`config.mk`:
```
export PLATFORM = sky130hd
export DESIGN_NAME = icache_regs
export DESIGN_NICKNAME = d
export VERILOG_FILES = /design/src/common/icache_pkg.sv /design/src/hdl/icache_regs.sv
export SDC_FILE = /design/constraint.sdc
export NUM_CORES = 1
export LEC_CHECK = 0
export BUFFER_PORTS_ARGS = -buffer_cell sky130_fd_sc_hd__buf_4
export CORE_MARGIN = 2
export CORE_UTILIZATION = 35
export CTS_CLUSTER_DIAMETER = 40
export DETAILED_ROUTE_END_ITERATION = 6
export PLACE_DENSITY_LB_ADDON = 0.25
export SLEW_MARGIN = 30
export SYNTH_ARGS = -nofsm -noshare
export SYNTH_HDL_FRONTEND = slang
export SYNTH_SLANG_ARGS = --single-unit
```
`constraint.sdc`:
```
create_clock -name clk -period 2.05 [get_ports clk]
set_clock_uncertainty 0.2 [all_clocks]
set_input_delay 0.41 -clock clk [delete_from_list [all_inputs] [get_ports clk]]
set_output_delay 0.41 -clock clk [all_outputs]
set_load 0.02 [all_outputs]
```
`src/common/icache_pkg.sv`:
```
// Widths, page geometry and register map shared by the instruction cache
// Byte addressed, 32-bit words, one cached page of 2**INDEX_W words
// INDEX_W and BUBBLE_CYCLES are only defaults, the top level may override them
package icache_pkg;

    // Bus widths
    localparam int ADDR_W   = 32;
    localparam int DATA_W   = 32;

    // Page geometry
    localparam int INDEX_W  = 8;
    localparam int OFFSET_W = 2;
    localparam int PAGE_W   = ADDR_W - INDEX_W - OFFSET_W;

    // Branch bubble length on a miss
    localparam int BUBBLE_CYCLES = 5;

    // Region base value meaning no page is cached
    localparam logic [ADDR_W-1:0] REGION_NONE = '1;

    // Register offsets on the AXI4-Lite port
    localparam logic [3:0] REG_CTRL_OFFS   = 4'h0;
    localparam logic [3:0] REG_REGION_OFFS = 4'h4;

    // AXI response codes
    localparam logic [1:0] AXI_RESP_OKAY   = 2'b00;
    localparam logic [1:0] AXI_RESP_SLVERR = 2'b10;

endpackage

```
`src/hdl/icache_regs.sv`:
```
// AXI4-Lite register block, CTRL holds the bypass bit, REGION is read only
// Address and data of a write must arrive together, one transfer at a time
// Unmapped offsets answer SLVERR, writes to REGION are dropped with OKAY
`timescale 1ns/1ns

module icache_regs
    import icache_pkg::*;
(
    input  logic              clk,
    input  logic              rst_n,
    input  logic [3:0]        i_awaddr,
    input  logic              i_awvalid,
    output logic              o_awready,
    input  logic [DATA_W-1:0] i_wdata,
    input  logic [3:0]        i_wstrb,
    input  logic              i_wvalid,
    output logic              o_wready,
    output logic [1:0]        o_bresp,
    output logic              o_bvalid,
    input  logic              i_bready,
    input  logic [3:0]        i_araddr,
    input  logic              i_arvalid,
    output logic              o_arready,
    output logic [DATA_W-1:0] o_rdata,
    output logic [1:0]        o_rresp,
    output logic              o_rvalid,
    input  logic              i_rready,
    input  logic [ADDR_W-1:0] i_region_base,
    output logic              o_bypass
);

    logic              wr_rdy_q;
    logic              rd_rdy_q;
    logic              wr_go;
    logic              rd_go;
    logic [1:0]        wr_resp;
    logic [1:0]        rd_resp;
    logic [DATA_W-1:0] rd_word;

    // One ready pulse per write, both channels at once
    assign o_awready = wr_rdy_q;
    assign o_wready  = wr_rdy_q;
    assign o_arready = rd_rdy_q;

    assign wr_go = wr_rdy_q && i_awvalid && i_wvalid;
    assign rd_go = rd_rdy_q && i_arvalid;

    assign wr_resp = (i_awaddr == REG_CTRL_OFFS || i_awaddr == REG_REGION_OFFS) ?
                     AXI_RESP_OKAY : AXI_RESP_SLVERR;

    // Read decode
    always_comb
    begin
        rd_word = '0;
        rd_resp = AXI_RESP_OKAY;
        case (i_araddr)
            REG_CTRL_OFFS:   rd_word = {{(DATA_W-1){1'b0}}, o_bypass};
            REG_REGION_OFFS: rd_word = i_region_base;
            default:         rd_resp = AXI_RESP_SLVERR;
        endcase
    end

    always_ff @(posedge clk or negedge rst_n)
    begin
        if (!rst_n)
        begin
            wr_rdy_q <= 1'b0;
            rd_rdy_q <= 1'b0;
            o_bvalid <= 1'b0;
            o_rvalid <= 1'b0;
            o_bypass <= 1'b0;
        end
        else
        begin
            // No new transfer while a response is still pending
            wr_rdy_q <= i_awvalid && i_wvalid && !wr_rdy_q && !o_bvalid;
            rd_rdy_q <= i_arvalid && !rd_rdy_q && !o_rvalid;

            if (wr_go)
                o_bvalid <= 1'b1;
            else if (i_bready)
                o_bvalid <= 1'b0;

            if (rd_go)
                o_rvalid <= 1'b1;
            else if (i_rready)
                o_rvalid <= 1'b0;

            // Only byte lane 0 carries the bypass bit
            if (wr_go && i_awaddr == REG_CTRL_OFFS && i_wstrb[0])
                o_bypass <= i_wdata[0];
        end
    end

    // Response payload
    always_ff @(posedge clk)
    begin
        if (wr_go)
            o_bresp <= wr_resp;
        if (rd_go)
        begin
            o_rdata <= rd_word;
            o_rresp <= rd_resp;
        end
    end

    bvalid_hold: assert property (@(posedge clk) disable iff (!rst_n)
        o_bvalid && !i_bready |=> o_bvalid && $stable(o_bresp));

    rvalid_hold: assert property (@(posedge clk) disable iff (!rst_n)
        o_rvalid && !i_rready |=> o_rvalid && $stable(o_rdata));

endmodule

```
-- Word level (Yosys, flattened, before mapping)
Index checks and enable logic that the tools add are counted.
- input bits: 83
- register bits after elaboration: 41
- output and inout bits: 42
- eq/ne operators: 2
- muxes and demuxes: 7
- reduce and logical (&&, ||, !) cells: 20
- operators with widths (kind ; count):
    case mux 32 bit (2 select lines) ; 1
    logical AND 1 bit ; 10
    == test 4 x 3 -> 1 bit (second input constant) ; 2
    zero test 4 bit ; 2
    zero test 1 bit ; 4
    2-to-1 mux 1 bit ; 4
    2-to-1 mux 2 bit ; 2
    nonzero test 2 bit ; 2
    OR reduction 2 bit ; 1
    logical OR 1 bit ; 1

-- Longest topological paths before layout
- depth in word-level cells: 4
- gate-level depth with buffers: 4
- gate-level depth less buffers: 3

-- Least setup slack after synthesis
No wires, ideal clock.
- path type: register -> register
- start: reg rd_rdy_q, in the netlist o_arready
- end: reg o_rdata[0], enable pin
- arrival: 1.330 ns
- setup time: 0.394 ns
- period minus slack after synthesis: 1.924 ns
- setup slack: 0.126 ns
- cell stages (with the launch flop): 2
- required time: 1.456 ns
- path through: dfrtp_1 -> and2_1
- longest elaborated chain between the ends: 1
- RTL lines (what ; line ; RTL):
    start: declaration ; icache_regs.sv:33 ; logic rd_rdy_q;
    start signal: assignment ; icache_regs.sv:77 ; rd_rdy_q <= i_arvalid && !rd_rdy_q && !o_rvalid;
    logical AND 1 bit ; icache_regs.sv:46 ; assign rd_go = rd_rdy_q && i_arvalid;
    named net rd_go ; icache_regs.sv:35 ; logic rd_go;
    end signal: assignment ; icache_regs.sv:102 ; o_rdata <= rd_word;
    end: declaration ; icache_regs.sv:24 ; output logic [DATA_W-1:0] o_rdata,
The timed path passes the listed nets, and every way through them passes these cells.
A chain may end at the register's enable or synchronous reset.

-- Worst setup path after layout
- start: reg wr_rdy_q, in the netlist o_awready
- end: reg o_bypass
- longest elaborated chain between the ends: 4
- RTL lines (what ; line ; RTL):
    start: declaration ; icache_regs.sv:32 ; logic wr_rdy_q;
    start signal: assignment ; icache_regs.sv:76 ; wr_rdy_q <= i_awvalid && i_wvalid && !wr_rdy_q && !o_bvalid;
    logical AND 1 bit (2 in a row) ; icache_regs.sv:45 ; assign wr_go = wr_rdy_q && i_awvalid && i_wvalid;
    logical AND 1 bit (2 in a row) ; icache_regs.sv:90 ; if (wr_go && i_awaddr == REG_CTRL_OFFS && i_wstrb[0])
    end signal: assignment ; icache_regs.sv:91 ; o_bypass <= i_wdata[0];
    end: declaration ; icache_regs.sv:29 ; output logic o_bypass
No other way between the ends.

==> run metrics <==
via count 1,021; final core utilization 54.31%; Nets 273; worst path required time 2020 ps; Fillers 385; Syn Std Cell Area 0.001530 sq mm; Synthesis Warnings 0; Clk pin slew, worst setup/hold paths 70 ps; critical path class reg2reg; total power 1.624 mW; die height 70.12 um; cell taking the most area after synthesis edfxtp_1; Clock Sinks 39; Root Driver clkbuf_8; first-pass GRT wire length 4823 um; Max Clk Rate 0.6761 GHz; most area-consuming cells after synthesis edfxtp_1, and2_1, dfrtp_1; area delta synth->final 52.41%; core area 0.004294 sq mm; RSZ-0062 raised after global routing no; register area 0.001146 sq mm; vias in the first global route 1,013; Crit Path Max Fanout 4; mux share of post-synthesis cell area 1.390%; Worst IR Drop VDD 352.3 uV; main combinational cell family by area after synthesis simple AND/OR/NAND/NOR gates; area share of fa/ha/maj cells after synthesis 0%; die area 0.004917 sq mm; Compound-Gate Fraction of Synth Area 0.8177%; initial antenna violation count 0; Min Clock Period, post-route 1479 ps; cell area power density 696.4 mW/mm^2; Setup crit start kind flop; Initial Utilization 35.64%; simple-gate area share of the yosys netlist 17.74%; CTS Buf Count 5; Synth Register Bits 39; Post-Route WL 3036 um; Crit. End Element flop; Final Hold Viols 0; Vias/cell 4.202; # diodes 0; Port-buffer cells 88; max cap viols 0; residual overflow from global routing 0; dpl hpwl 2297 um; Total Routing Usage GR 12.71%; Clock H-tree levels 2; Slew Limit Fails 0; post-CTS sizing 0; ANT nets after route 0; Site Rows 24; # DRC 0; Setup Viol. Count Final 0; final period utilization 72.15%; TritonRoute pass-1 iters 4; CTS Buffer Depth 2; drt initial violations 109; share of cells above drive strength 1 53.40%; Post-Syn Area per Cell 15.94 sq um; largest net degree at the start of global routing 35; crit path DAT 1450 ps; Die Wd 70.12 um; GPL Wtd Cong 0.7098; status finished, final reports clean; Seq/Total Area, Yosys 74.90%; Syn Inst Count 96; Synth Area in XOR/XNOR 0%; postcts setup bufs 0; Leak 1.049 nW; CTS tree built; Multi-input gate area 312.8 sq um; Yosys top cell area share 66.72%; Setup TNS Final 0 ps; worst min path class in2reg; Top Ports 125; post-DR wirelength/cell 12.49 um; clock latency on the worst-skew pair 280 ps; post-synth cell types 19
state kept, by name, indices dropped and copies added (netlist names):
| signal | cells |
|---|---|
| o_arready | 1 |
| o_awready | 1 |
| o_bresp | 1 |
| o_bvalid | 1 |
| o_bypass | 1 |
| o_rdata | 32 |
| o_rresp | 1 |
| o_rvalid | 1 |
layer usage:
layer	share of wire (%)	vias up	wire (um)	GRT usage [%]
li1	-	507	-	-
met1	39	449	1193	15.22
met2	49	59	1484	20.85
met3	10	6	309	5.051
met4	1.6	0	49	4.487
met5	0	-	0	0
cell type report:
type	count	share of cell area, %
clock inverters	3	0.6438
multi-input cells	47	13.41
inverters	5	0.8047
repair buffers	92	30.26
flip-flops and latches	39	49.14
clock buffers	5	2.951
well taps	52	2.790
kinds of logic (layout without fill, tap and decap cells):
family / Yosys count / in the layout
buf+inv: 11 / 105
compound gates: 2 / 2
simple gates: 41 / 41
mux: 2 / 2
other cells: 1 / 2
flops: 39 / 39
what timing repair did:
item	4_1_cts	5_1_grt
hold buffers	1	0
setup endpoints to repair	0	0
endpoints found under the hold margin	5	0
through the flow:
step	std cells	instance area, sq um	hold slack [ps]	worst slack (ps)
2_1_floorplan	97	1534	-85.59	125.7
3_3_place_gp	234	2238	14.15	338.8
3_5_place_dp	234	2238	18.38	307.6
4_1_cts	243	2332	104.6	556.2
5_1_grt	243	2332	120.8	489.5
6_report	243	2332	109.4	570.9
synthesized netlist by cell type:
cell / count
o21ai_0: 1
nor3_1: 1
conb_1: 1
nor2_4: 1
or3_4: 2
dfrtp_1: 5
a21o_1: 1
and2_1: 32
nand2_1: 1
mux2i_1: 1
inv_1: 5
buf_4: 3
nor2_1: 1
nor3b_1: 1
nand3_1: 1
buf_6: 3
edfxtp_1: 34
nor4_2: 1
mux2_2: 1
critical path: stages, from the launching register on:
cell,delay [ps]
dfrtp_1,400
nand3_1,160
nor4_2,250
mux2_2,360
layout by cell type, fill, tap and decap left out, types with 2 or more instances in the layout:
cell / n
clkbuf_8: 5
edfxtp_1: 34
buf_4: 90
inv_1: 5
and2_1: 32
dfrtp_1: 5
conb_1: 2
clkinv_1: 2
or3_4: 2
report_power, final:
| part | switching [mW] | leakage [nW] | internal (mW) |
|---|---|---|---|
| Clock | 0.251 | 0.0392 | 0.231 |
| Combinational | 0.106 | 0.617 | 0.121 |
| Sequential | 0.0135 | 0.392 | 0.901 |
final timing paths:
| path | from | endpoint | slack [ps] | cells past startpoint |
|---|---|---|---|---|
| setup / recovery | o_awready | o_bypass | 570 | 3 |
| hold / removal | i_bready | o_bvalid | 110 | 2 |
| setup reg to reg | o_awready | o_bypass | 570 | 3 |
| hold reg to reg | o_bvalid | o_awready | 260 | 1 |
| max in group asynchronous | rst_n | o_arready | 1270 | 2 |
| min in group asynchronous | rst_n | o_bypass | 270 | 2 |
No activity file was read; power rests on OpenSTA's default activity.
