==> src/common/icache_pkg.sv <==
// Widths, page geometry and register map shared by the instruction cache
// Byte addressed, 32-bit words, one cached page of 2**INDEX_W words
// INDEX_W and BUBBLE_CYCLES are only defaults, the top level may override them
package icache_pkg;

    // Bus widths
    localparam int ADDR_W   = 32;
    localparam int DATA_W   = 32;

    // Page geometry
    localparam int INDEX_W  = 8;
    localparam int OFFSET_W = 2;
    localparam int PAGE_W   = ADDR_W - INDEX_W - OFFSET_W;

    // Branch bubble length on a miss
    localparam int BUBBLE_CYCLES = 5;

    // Region base value meaning no page is cached
    localparam logic [ADDR_W-1:0] REGION_NONE = '1;

    // Register offsets on the AXI4-Lite port
    localparam logic [3:0] REG_CTRL_OFFS   = 4'h0;
    localparam logic [3:0] REG_REGION_OFFS = 4'h4;

    // AXI response codes
    localparam logic [1:0] AXI_RESP_OKAY   = 2'b00;
    localparam logic [1:0] AXI_RESP_SLVERR = 2'b10;

endpackage

==> src/icache_fill/icache_fill_ctrl.sv <==
// Miss handling for the single cached page stalls the core through its clock enable
// A fill always streams the whole aligned page without critical word first
// In bypass every fetch waits for its own flash word
`timescale 1ns/1ns

module icache_fill_ctrl
    import icache_pkg::*;
#(
    parameter int INDEX_W       = icache_pkg::INDEX_W,
    parameter int BUBBLE_CYCLES = icache_pkg::BUBBLE_CYCLES
)
(
    input  logic               clk,
    input  logic               rst_n,
    input  logic [ADDR_W-1:0]  i_pc_fetch,
    input  logic               i_bypass,
    input  logic [DATA_W-1:0]  i_spi_data,
    input  logic               i_spi_ready,
    input  logic [DATA_W-1:0]  i_ram_rdata,
    output logic [ADDR_W-1:0]  o_region_base,
    output logic [DATA_W-1:0]  o_code_fetch,
    output logic               o_clk_enable,
    output logic               o_i_cache_miss,
    output logic               o_core_bubble,
    output logic [ADDR_W-1:0]  o_spi_address,
    output logic               o_spi_addr_valid,
    output logic               o_ram_we,
    output logic [INDEX_W-1:0] o_ram_index,
    output logic [DATA_W-1:0]  o_ram_wdata
);

    localparam int PG_LSB = INDEX_W + OFFSET_W;
    localparam int BUB_W  = $clog2(BUBBLE_CYCLES + 1);

    typedef enum logic [2:0] {
        ST_IDLE,
        ST_BUBBLE,
        ST_PAGE_SEL,
        ST_ADDR_LOAD,
        ST_FETCH,
        ST_REGION_UPD
    } fill_state_t;

    fill_state_t        state_q;
    fill_state_t        state_d;
    logic [ADDR_W-1:0]  region_base_q;
    logic [ADDR_W-1:0]  page_base_q;
    logic [ADDR_W-1:0]  spi_addr_q;
    logic [INDEX_W-1:0] fill_cnt_q;
    logic [BUB_W-1:0]   bubble_cnt_q;
    logic [DATA_W-1:0]  code_hold_q;
    logic               hit;
    logic               hit_q;
    logic               word_take;

    // Region base is page aligned, so a page number compare is the range check
    assign hit = (region_base_q != REGION_NONE) &&
                 (i_pc_fetch[ADDR_W-1:PG_LSB] == region_base_q[ADDR_W-1:PG_LSB]);

    assign word_take = (state_q == ST_FETCH) && i_spi_ready && !i_bypass;

    always_comb
    begin
        state_d = state_q;
        case (state_q)
            ST_IDLE:
                if (!hit)
                    state_d = ST_BUBBLE;
            ST_BUBBLE:
                if (bubble_cnt_q == BUB_W'(BUBBLE_CYCLES - 1))
                    state_d = ST_PAGE_SEL;
            ST_PAGE_SEL:   state_d = ST_ADDR_LOAD;
            ST_ADDR_LOAD:  state_d = ST_FETCH;
            ST_FETCH:
                if (word_take && (&fill_cnt_q))
                    state_d = ST_REGION_UPD;
            ST_REGION_UPD: state_d = ST_IDLE;
            default:       state_d = ST_IDLE;
        endcase
    end

    always_ff @(posedge clk or negedge rst_n)
    begin
        if (!rst_n)
        begin
            state_q       <= ST_IDLE;
            region_base_q <= REGION_NONE;
            spi_addr_q    <= '0;
            fill_cnt_q    <= '0;
            bubble_cnt_q  <= '0;
            hit_q         <= 1'b0;
        end
        else
        begin
            // Bypass parks the FSM in idle
            state_q <= i_bypass ? ST_IDLE : state_d;
            hit_q   <= (state_q == ST_IDLE) && hit && !i_bypass;

            if (state_q == ST_BUBBLE)
                bubble_cnt_q <= bubble_cnt_q + BUB_W'(1);
            else
                bubble_cnt_q <= '0;

            if (state_q == ST_ADDR_LOAD)
            begin
                spi_addr_q <= page_base_q;
                fill_cnt_q <= '0;
            end
            else if (word_take)
            begin
                spi_addr_q <= spi_addr_q + ADDR_W'(4);
                fill_cnt_q <= fill_cnt_q + INDEX_W'(1);
            end

            if (state_q == ST_REGION_UPD)
                region_base_q <= page_base_q;
        end
    end

    // Page of the missing PC and the word the core currently sees
    always_ff @(posedge clk)
    begin
        if (state_q == ST_PAGE_SEL)
            page_base_q <= {i_pc_fetch[ADDR_W-1:PG_LSB], {PG_LSB{1'b0}}};
        code_hold_q <= (i_bypass && i_spi_ready) ? i_spi_data : o_code_fetch;
    end

    assign o_region_base    = region_base_q;
    assign o_code_fetch     = hit_q ? i_ram_rdata : code_hold_q;
    assign o_clk_enable     = i_bypass ? i_spi_ready : ((state_q == ST_IDLE) && hit);
    assign o_i_cache_miss   = i_bypass ? !i_spi_ready : !hit;
    assign o_core_bubble    = (state_q == ST_BUBBLE);
    assign o_spi_address    = i_bypass ? i_pc_fetch : spi_addr_q;
    assign o_spi_addr_valid = i_bypass || (state_q == ST_FETCH);

    // RAM port is shared between fill writes and core reads
    assign o_ram_we    = word_take;
    assign o_ram_index = (state_q == ST_FETCH) ? fill_cnt_q : i_pc_fetch[PG_LSB-1:OFFSET_W];
    assign o_ram_wdata = i_spi_data;

    bubble_len: assert property (@(posedge clk) disable iff (!rst_n)
        $rose(o_core_bubble) |-> ##BUBBLE_CYCLES !o_core_bubble);

    // Each fill write lands in the slot of the flash word being read
    fill_write_slot: assert property (@(posedge clk) disable iff (!rst_n)
        o_ram_we |-> (o_ram_index == o_spi_address[PG_LSB-1:OFFSET_W]) &&
                     (o_spi_address[ADDR_W-1:PG_LSB] == page_base_q[ADDR_W-1:PG_LSB]));

endmodule

==> config.mk <==
export PLATFORM = sky130hd
export DESIGN_NAME = icache_fill_ctrl
export DESIGN_NICKNAME = d
export VERILOG_FILES = /design/src/common/icache_pkg.sv /design/src/icache_fill/icache_fill_ctrl.sv
export SDC_FILE = /design/constraint.sdc
export NUM_CORES = 1
export LEC_CHECK = 0
export ABC_AREA = 1
export BUFFER_PORTS_ARGS = -buffer_cell sky130_fd_sc_hd__buf_2
export CORE_UTILIZATION = 25
export CTS_BUF_LIST = sky130_fd_sc_hd__clkbuf_4
export DETAILED_ROUTE_END_ITERATION = 10
export GPL_TIMING_DRIVEN = 0
export PLACE_DENSITY_LB_ADDON = 0.3
export SKIP_CTS_REPAIR_TIMING = 1
export SLEW_MARGIN = 40
export SYNTH_ARGS = -nofsm -noshare
export SYNTH_HDL_FRONTEND = slang
export SYNTH_SLANG_ARGS = --single-unit
==> constraint.sdc <==
create_clock -name clk -period 4.1 [get_ports clk]
set_input_delay 0.205 -clock clk [delete_from_list [all_inputs] [get_ports clk]]
set_output_delay 0.205 -clock clk [all_outputs]
set_load 0.005 [all_outputs]
# --- Yosys cells after proc, flatten, opt, wreduce, memory -nomap -nowiden ---
# Cells that the tools add are included.
# Widths: inputs -> output; s select.
totals:
  regBits: 133
  inputBits: 100
  out_inout_bits: 141
classes:
  add_sub_neg: 3
  eq_ne: 11
  muxes: 16
  reduce_logical: 15
op_table:
  columns: ["op", "n"]
  rows:
  - ["$mux 32", 5]
  - ["$add 32x3->32 const B", 1]
  - ["$ne 32x32->1 const B", 1]
  - ["$mux 8", 3]
  - ["$eq 22x22->1", 1]
  - ["$mux 3", 5]
  - ["$pmux 3 s5", 1]
  - ["$eq 3x3->1 const B", 3]
  - ["$ne 3x3->1 const B", 3]
  - ["$add 8x1->8 const B", 1]
  - ["$reduce_and 8->1", 1]
  - ["$logic_and 1x1->1", 7]
  - ["$eq 3x2->1 const B", 2]
  - ["$add 3x1->3 const B", 1]
  - ["$eq 3x1->1 const B", 1]
  - ["$logic_not 1->1", 3]
  - ["$logic_not 3->1", 1]
  - ["$reduce_and 3->1", 1]
  - ["$mux 1", 2]
  - ["$reduce_bool 2->1", 1]
  - ["$logic_or 1x1->1", 1]

# --- Logic depth before layout (Yosys ltp) ---
logic_depth:
  ltp_word: 7
  depth_mapped: 11
  depth_no_buf: 11

# --- Worst setup path after synthesis ---
# OpenSTA, ideal clock, no wires.
synth_path:
  kind: "register -> register"
  from: "reg state_q[2]"
  to: "reg state_q[1]"
  t_arrival_ps: 2484
  path_slack_ps: 1542
  path_stages_with_launch: 4
  synth_period_minus_slack_ps: 2558
  path_cell_list: "dfrtp_1 nor3_1 o21ai_0 nor2_2"
synth_between:
  elab_chain_len: 6
synth_rtl:
  columns: ["item", "line_no", "rtl"]
  rows:
  - ["start, declared", "icache_fill_ctrl.sv:44", "fill_state_t state_q;"]
  - ["start signal, assigned", "icache_fill_ctrl.sv:96", "state_q <= i_bypass ? ST_IDLE : state_d;"]
  - ["$eq 3x3->1", "icache_fill_ctrl.sv:60, icache_fill_ctrl.sv:65", null]
  - ["$logic_and 1x1->1 (2 in series)", "icache_fill_ctrl.sv:60", "assign word_take = (state_q == ST_FETCH) && i_spi_ready && !i_bypass;"]
  - ["$logic_and 1x1->1", "icache_fill_ctrl.sv:75", "if (word_take && (&fill_cnt_q))"]
  - ["$ne 3x3->1 (no source line)", null, null]
  - ["$reduce_and 3->1 (no source line)", null, null]
# Several ways; a longest one is shown, not always the timed one.
# A chain may end at the register's enable or synchronous reset.

# --- Worst setup path after layout ---
layout_path:
  from: "reg region_base_q[14], in the netlist o_region_base[14]"
  to: "out o_clk_enable"
layout_between:
  elab_chain_len: 4
layout_rtl:
  columns: ["item", "line_no", "rtl"]
  rows:
  - ["start, declared", "icache_fill_ctrl.sv:46", "logic [ADDR_W-1:0] region_base_q;"]
  - ["start signal, assigned", "icache_fill_ctrl.sv:116", "region_base_q <= page_base_q;"]
  - ["$ne 32x32->1 / $eq 22x22->1 (equally long branches)", "icache_fill_ctrl.sv:57, icache_fill_ctrl.sv:58", null]
  - ["$logic_and 1x1->1 *", "icache_fill_ctrl.sv:57", "assign hit = (region_base_q != REGION_NONE) &&"]
  - ["$logic_and 1x1->1 *", "icache_fill_ctrl.sv:130", "assign o_clk_enable = i_bypass ? i_spi_ready : ((state_q == ST_IDLE) && hit);"]
  - ["$mux 1 *", "icache_fill_ctrl.sv:130", null]
  - ["end, declared", "icache_fill_ctrl.sv:22", "output logic o_clk_enable,"]
# Mark *: on every way between the ends. The rest lies on a longest branch, timed or not.

==> impl_results.html <==
<table>
<tr><th>Metric</th><th>Value</th></tr>
<tr><th colspan="2">Yosys</th></tr>
<tr><td>Post-synthesis instance total</td><td>922</td></tr>
<tr><td>Number of synthesized register bits</td><td>122</td></tr>
<tr><td>Area contributors post-synth</td><td>sky130_fd_sc_hd__nand2_1 (16%), sky130_fd_sc_hd__dfrtp_1 (16%), sky130_fd_sc_hd__edfxtp_1 (9.4%), sky130_fd_sc_hd__dfxtp_1 (9.1%), sky130_fd_sc_hd__dfstp_2 (8.6%)</td></tr>
<tr><td>Count of yosys warnings during synthesis</td><td>0</td></tr>
<tr><td>Post-synthesis instance area</td><td>0.00702 sq mm</td></tr>
<tr><td>Post-synth top area share</td><td>0.161</td></tr>
<tr><td>Async set-reset flop share out of synthesis</td><td>0.557</td></tr>
<tr><td>Library cell with the largest summed area after synthesis</td><td>sky130_fd_sc_hd__nand2_1</td></tr>
<tr><td>Sequential cell area fraction in the yosys report</td><td>0.432</td></tr>
<tr><td>Number of enable flip-flop cells after synthesis</td><td>22</td></tr>
<tr><td>Main synth FF type</td><td>sky130_fd_sc_hd__dfrtp_1</td></tr>
<tr><td>Total nets after synthesis</td><td>1,026</td></tr>
<tr><td>Average size of a mapped cell</td><td>7.62 sq um</td></tr>
<tr><td>Post-synth cell types</td><td>39</td></tr>
<tr><th colspan="2">GRT</th></tr>
<tr><td>Antenna violations before repair</td><td>1</td></tr>
<tr><td>Maximum number of pins on one net before global-route repair</td><td>47</td></tr>
<tr><td>Total routing resource utilization after global routing</td><td>0.169</td></tr>
<tr><td>Number of global-route vias before repair</td><td>6,484</td></tr>
<tr><td>Sum of overflow across all layers after global routing</td><td>0</td></tr>
<tr><td>First-pass GRT wire length</td><td>36,400 um</td></tr>
<tr><th colspan="2">Worst setup path</th></tr>
<tr><td>Critical Setup Path Class</td><td>register to output port</td></tr>
<tr><td>Kind of end point of the critical path</td><td>output port</td></tr>
<tr><td>Worst Path Arrival</td><td>2.39 ns</td></tr>
<tr><td>Cell type group with the largest total delay on the critical path</td><td>simple AND/OR/NAND/NOR gates</td></tr>
<tr><td>Highest-delay cell along the critical path</td><td>sky130_fd_sc_hd__dfstp_2</td></tr>
<tr><td>Slowest cell delay on critical path</td><td>0.60 ns</td></tr>
<tr><td>Required time worst endpoint</td><td>3.89 ns</td></tr>
<tr><td>Critical path, cell by cell</td><td>xnor2_1, nand2_1, nor2_1, nand2_1, nor2_1, nand3_1, nand2_1, buf_2</td></tr>
<tr><td>Kind of launch point of the worst setup path</td><td>register</td></tr>
<tr><td>Count of buffering cells on the critical path with inverters included</td><td>1</td></tr>
<tr><td>Most prevalent standard cell on the critical path</td><td>sky130_fd_sc_hd__nand2_1</td></tr>
<tr><td>Biggest fanout along the worst timing path</td><td>4</td></tr>
<tr><th colspan="2">STA</th></tr>
<tr><td>Fin Clk Skew</td><td>0.0207 ns</td></tr>
<tr><td>Worst Max-Slew Pin Slew</td><td>0.674 ns</td></tr>
<tr><td>Total of endpoints with negative setup slack in the final report</td><td>0</td></tr>
<tr><td>Final count of pins violating max slew</td><td>0</td></tr>
<tr><td>Final TNS setup</td><td>0 ns</td></tr>
<tr><td>Endpoints failing hold</td><td>0</td></tr>
<tr><td>Slew Limit Headroom</td><td>0.551</td></tr>
<tr><td>Highest attainable clock frequency</td><td>386 MHz</td></tr>
<tr><td>Fraction of the cycle the final worst path needs</td><td>0.632</td></tr>
<tr><td>Shortest period the worst path allows</td><td>2.59 ns</td></tr>
<tr><td>Worst hold slack</td><td>0.0378 ns</td></tr>
<tr><td>Setup repair after global routing missed its margin</td><td>no</td></tr>
<tr><th colspan="2">Cells and area</th></tr>
<tr><td>Leading cell types in the layout, fill and taps excluded</td><td>sky130_fd_sc_hd__nand2_1 (301), sky130_fd_sc_hd__buf_2 (255), sky130_fd_sc_hd__inv_1 (125), sky130_fd_sc_hd__dlygate4sd3_1 (82), sky130_fd_sc_hd__o21ai_0 (67)</td></tr>
<tr><td>Relative area change from synthesis to final layout</td><td>40.8%</td></tr>
<tr><td>Count of nets after finishing</td><td>1,371</td></tr>
<tr><td>Final Cell Area</td><td>0.00989 sq mm</td></tr>
<tr><td>Post-Layout Cell Count</td><td>1,653</td></tr>
<tr><td>Share of cells above drive strength 1</td><td>0.314</td></tr>
<tr><td>Commonest non-fill, non-tap cell in the layout</td><td>sky130_fd_sc_hd__nand2_1</td></tr>
<tr><th colspan="2">Power and ir drop</th></tr>
<tr><td>Power consumption</td><td>4.50 mW</td></tr>
<tr><td>Peak supply drop</td><td>176 uV</td></tr>
<tr><td>Leakage Power</td><td>5.05 nW</td></tr>
<tr><td>Power density relative to cell area</td><td>455 mW/mm^2</td></tr>
<tr><th colspan="2">Die</th></tr>
<tr><td>Chip height</td><td>170 um</td></tr>
<tr><td>Placeable core region</td><td>0.0273 sq mm</td></tr>
<tr><td>Number of primary I/O pins</td><td>241</td></tr>
<tr><td>Total die area</td><td>0.0288 sq mm</td></tr>
<tr><td>Width of the die</td><td>170 um</td></tr>
<tr><td>FP Rows</td><td>60</td></tr>
<tr><td>Initial core utilization</td><td>0.258</td></tr>
<tr><th colspan="2">Clocking</th></tr>
<tr><td>Inserted Clock Buffers</td><td>17</td></tr>
<tr><td>CTS tree</td><td>built</td></tr>
<tr><td>Clock Sinks</td><td>122</td></tr>
<tr><td>Max clock buf depth</td><td>2</td></tr>
<tr><td>CTS H-tree depth</td><td>4</td></tr>
<tr><td>Clk slew on worst S/H paths</td><td>0.11 ns</td></tr>
<tr><td>Insertion delay of the later-clocked pin in the worst-skew pair</td><td>0.53 ns</td></tr>
<tr><td>CTS Root Cell</td><td>sky130_fd_sc_hd__clkbuf_4</td></tr>
<tr><th colspan="2">Detailed routing</th></tr>
<tr><td>Total vias in the final route</td><td>7,261</td></tr>
<tr><td>Final routed DRC violation total</td><td>0</td></tr>
<tr><td>Total detailed-routing wirelength</td><td>25,300 um</td></tr>
<tr><td>Number of DRC violations after detailed-routing iteration 0</td><td>434</td></tr>
<tr><td>Detailed Routing Iterations Pass 1</td><td>5</td></tr>
<tr><td>Final antenna-violating net count</td><td>0</td></tr>
<tr><td>Per-cell routed wire length</td><td>15.3 um</td></tr>
<tr><td>Detailed-route vias per instance</td><td>4.39</td></tr>
<tr><th colspan="2">Run status</th></tr>
<tr><td>Outcome</td><td>completed</td></tr>
<tr><th colspan="2">Place</th></tr>
<tr><td>Placement-stage cell area</td><td>0.00875 sq mm</td></tr>
<tr><td>Count of buffers inserted at the top-level ports</td><td>240</td></tr>
<tr><td>Dpl hpwl</td><td>19,300 um</td></tr>
<tr><td>Final weighted congestion of routability-driven global placement</td><td>0.914</td></tr>
<tr><td>Cell count after placement</td><td>1,538</td></tr>
<tr><th colspan="2">Hold path</th></tr>
<tr><td>Classification of the worst-slack hold path</td><td>input port to register</td></tr>
<tr><th colspan="2">Flow run</th></tr>
<tr><td>Maximum capacitance violations</td><td>0</td></tr>
</table>
## worst paths after layout
path / slack (ns) / depth (start not counted) / end / from
setup / recovery: 1.51 / 8 / o_clk_enable / o_region_base[14]
hold / removal: 0.04 / 4 / code_hold_q[5] / i_ram_rdata[5]
setup reg to reg: 2.07 / 6 / code_hold_q[28] / hit_q
hold reg to reg: 0.47 / 1 / bubble_cnt_q[0] / bubble_cnt_q[0]
max in group asynchronous: 3.41 / 3 / o_region_base[10] / rst_n
min in group asynchronous: 0.08 / 2 / spi_addr_q[28] / rst_n
## worst register-to-register path, delay by kind of cell, from the launching register on
family / cells / cell delay [ns]
buffers and inverters: 3 / 1.05
flip-flops: 1 / 0.35
multiplexers: 1 / 0.39
AND/OR/NAND/NOR: 2 / 0.13
## synth_stat cells (2+ instances only)
library cell / count
sky130_fd_sc_hd__a211oi_1: 3
sky130_fd_sc_hd__a21oi_1: 12
sky130_fd_sc_hd__buf_1: 3
sky130_fd_sc_hd__buf_2: 15
sky130_fd_sc_hd__buf_4: 43
sky130_fd_sc_hd__clkbuf_1: 10
sky130_fd_sc_hd__dfrtp_1: 45
sky130_fd_sc_hd__dfstp_2: 23
sky130_fd_sc_hd__dfxtp_1: 32
sky130_fd_sc_hd__edfxtp_1: 22
sky130_fd_sc_hd__ha_1: 4
sky130_fd_sc_hd__inv_1: 125
sky130_fd_sc_hd__inv_2: 2
sky130_fd_sc_hd__mux2_1: 8
sky130_fd_sc_hd__mux2_2: 28
sky130_fd_sc_hd__nand2_1: 301
sky130_fd_sc_hd__nand2_2: 4
sky130_fd_sc_hd__nand2_4: 4
sky130_fd_sc_hd__nand3_1: 25
sky130_fd_sc_hd__nand3b_1: 2
sky130_fd_sc_hd__nand4_1: 11
sky130_fd_sc_hd__nor2_1: 52
sky130_fd_sc_hd__nor2_2: 4
sky130_fd_sc_hd__nor2_4: 4
sky130_fd_sc_hd__nor3_1: 18
sky130_fd_sc_hd__o211ai_1: 3
sky130_fd_sc_hd__o21ai_0: 67
sky130_fd_sc_hd__o21ai_1: 2
sky130_fd_sc_hd__o21bai_1: 3
sky130_fd_sc_hd__o221ai_1: 5
sky130_fd_sc_hd__o22ai_1: 12
sky130_fd_sc_hd__xnor2_1: 9
sky130_fd_sc_hd__xor2_1: 15
## stage by stage
| step | setup WS [ns] | utilization |
|---|---|---|
| floorplan | 1.54 | - |
| global placement | 0.514 | 0.319 |
| detailed placement | 1.97 | 0.321 |
| CTS | 1.37 | 0.333 |
| global route | 1.30 | 0.363 |
| finish | 1.51 | 0.363 |
## cell type report
cell class              count  area [sq um]
fillers                  2848         17400
multi-input cells         600          3060
flip-flops and latches    122          3030
repair buffers            326          2080
inverters                 128           480
well taps                 372           465
plain buffers              72           458
clock inverters            13           176
clock buffers              19           143
diodes                      1          2.50
## flip-flops by register name, indices dropped and copies added, names as in the netlist
signal / cells
state_q: 3
o_region_base: 23
fill_cnt_q: 8
bubble_cnt_q: 3
hit_q: 1
spi_addr_q: 30
page_base_q: 22
code_hold_q: 32
## where the power goes
part | switching, mW | internal [mW]
Sequential | 0.307 | 1.62
Clock | 0.495 | 0.493
Combinational | 0.901 | 0.683
Total | 1.70 | 2.79
## routing by layer
layer | wire length, um | up-vias | global-route usage
li1 | - | 3564 | -
met1 | 10900 | 3368 | 0.212
met2 | 12200 | 311 | 0.286
met3 | 1910 | 18 | 0.0466
met4 | 240 | 0 | 0.0353
met5 | 0 | - | 0
## logic make-up (layout without fill, tap and decap cells)
| group | after synthesis | after routing | share of synthesized area |
|---|---|---|---|
| muxes | 36 | 36 | 0.0577 |
| and+or+nand+nor | 426 | 426 | 0.253 |
| xor gates and xnor gates | 24 | 24 | 0.0299 |
| buffers and inverters | 200 | 558 | 0.134 |
| other | 0 | 1 | 0 |
| DFF | 122 | 122 | 0.432 |
| adders and majority gates | 4 | 4 | 0.00713 |
| AOI/OAI and AO/OA | 110 | 110 | 0.0873 |
Power figures use the tool's default switching activity.
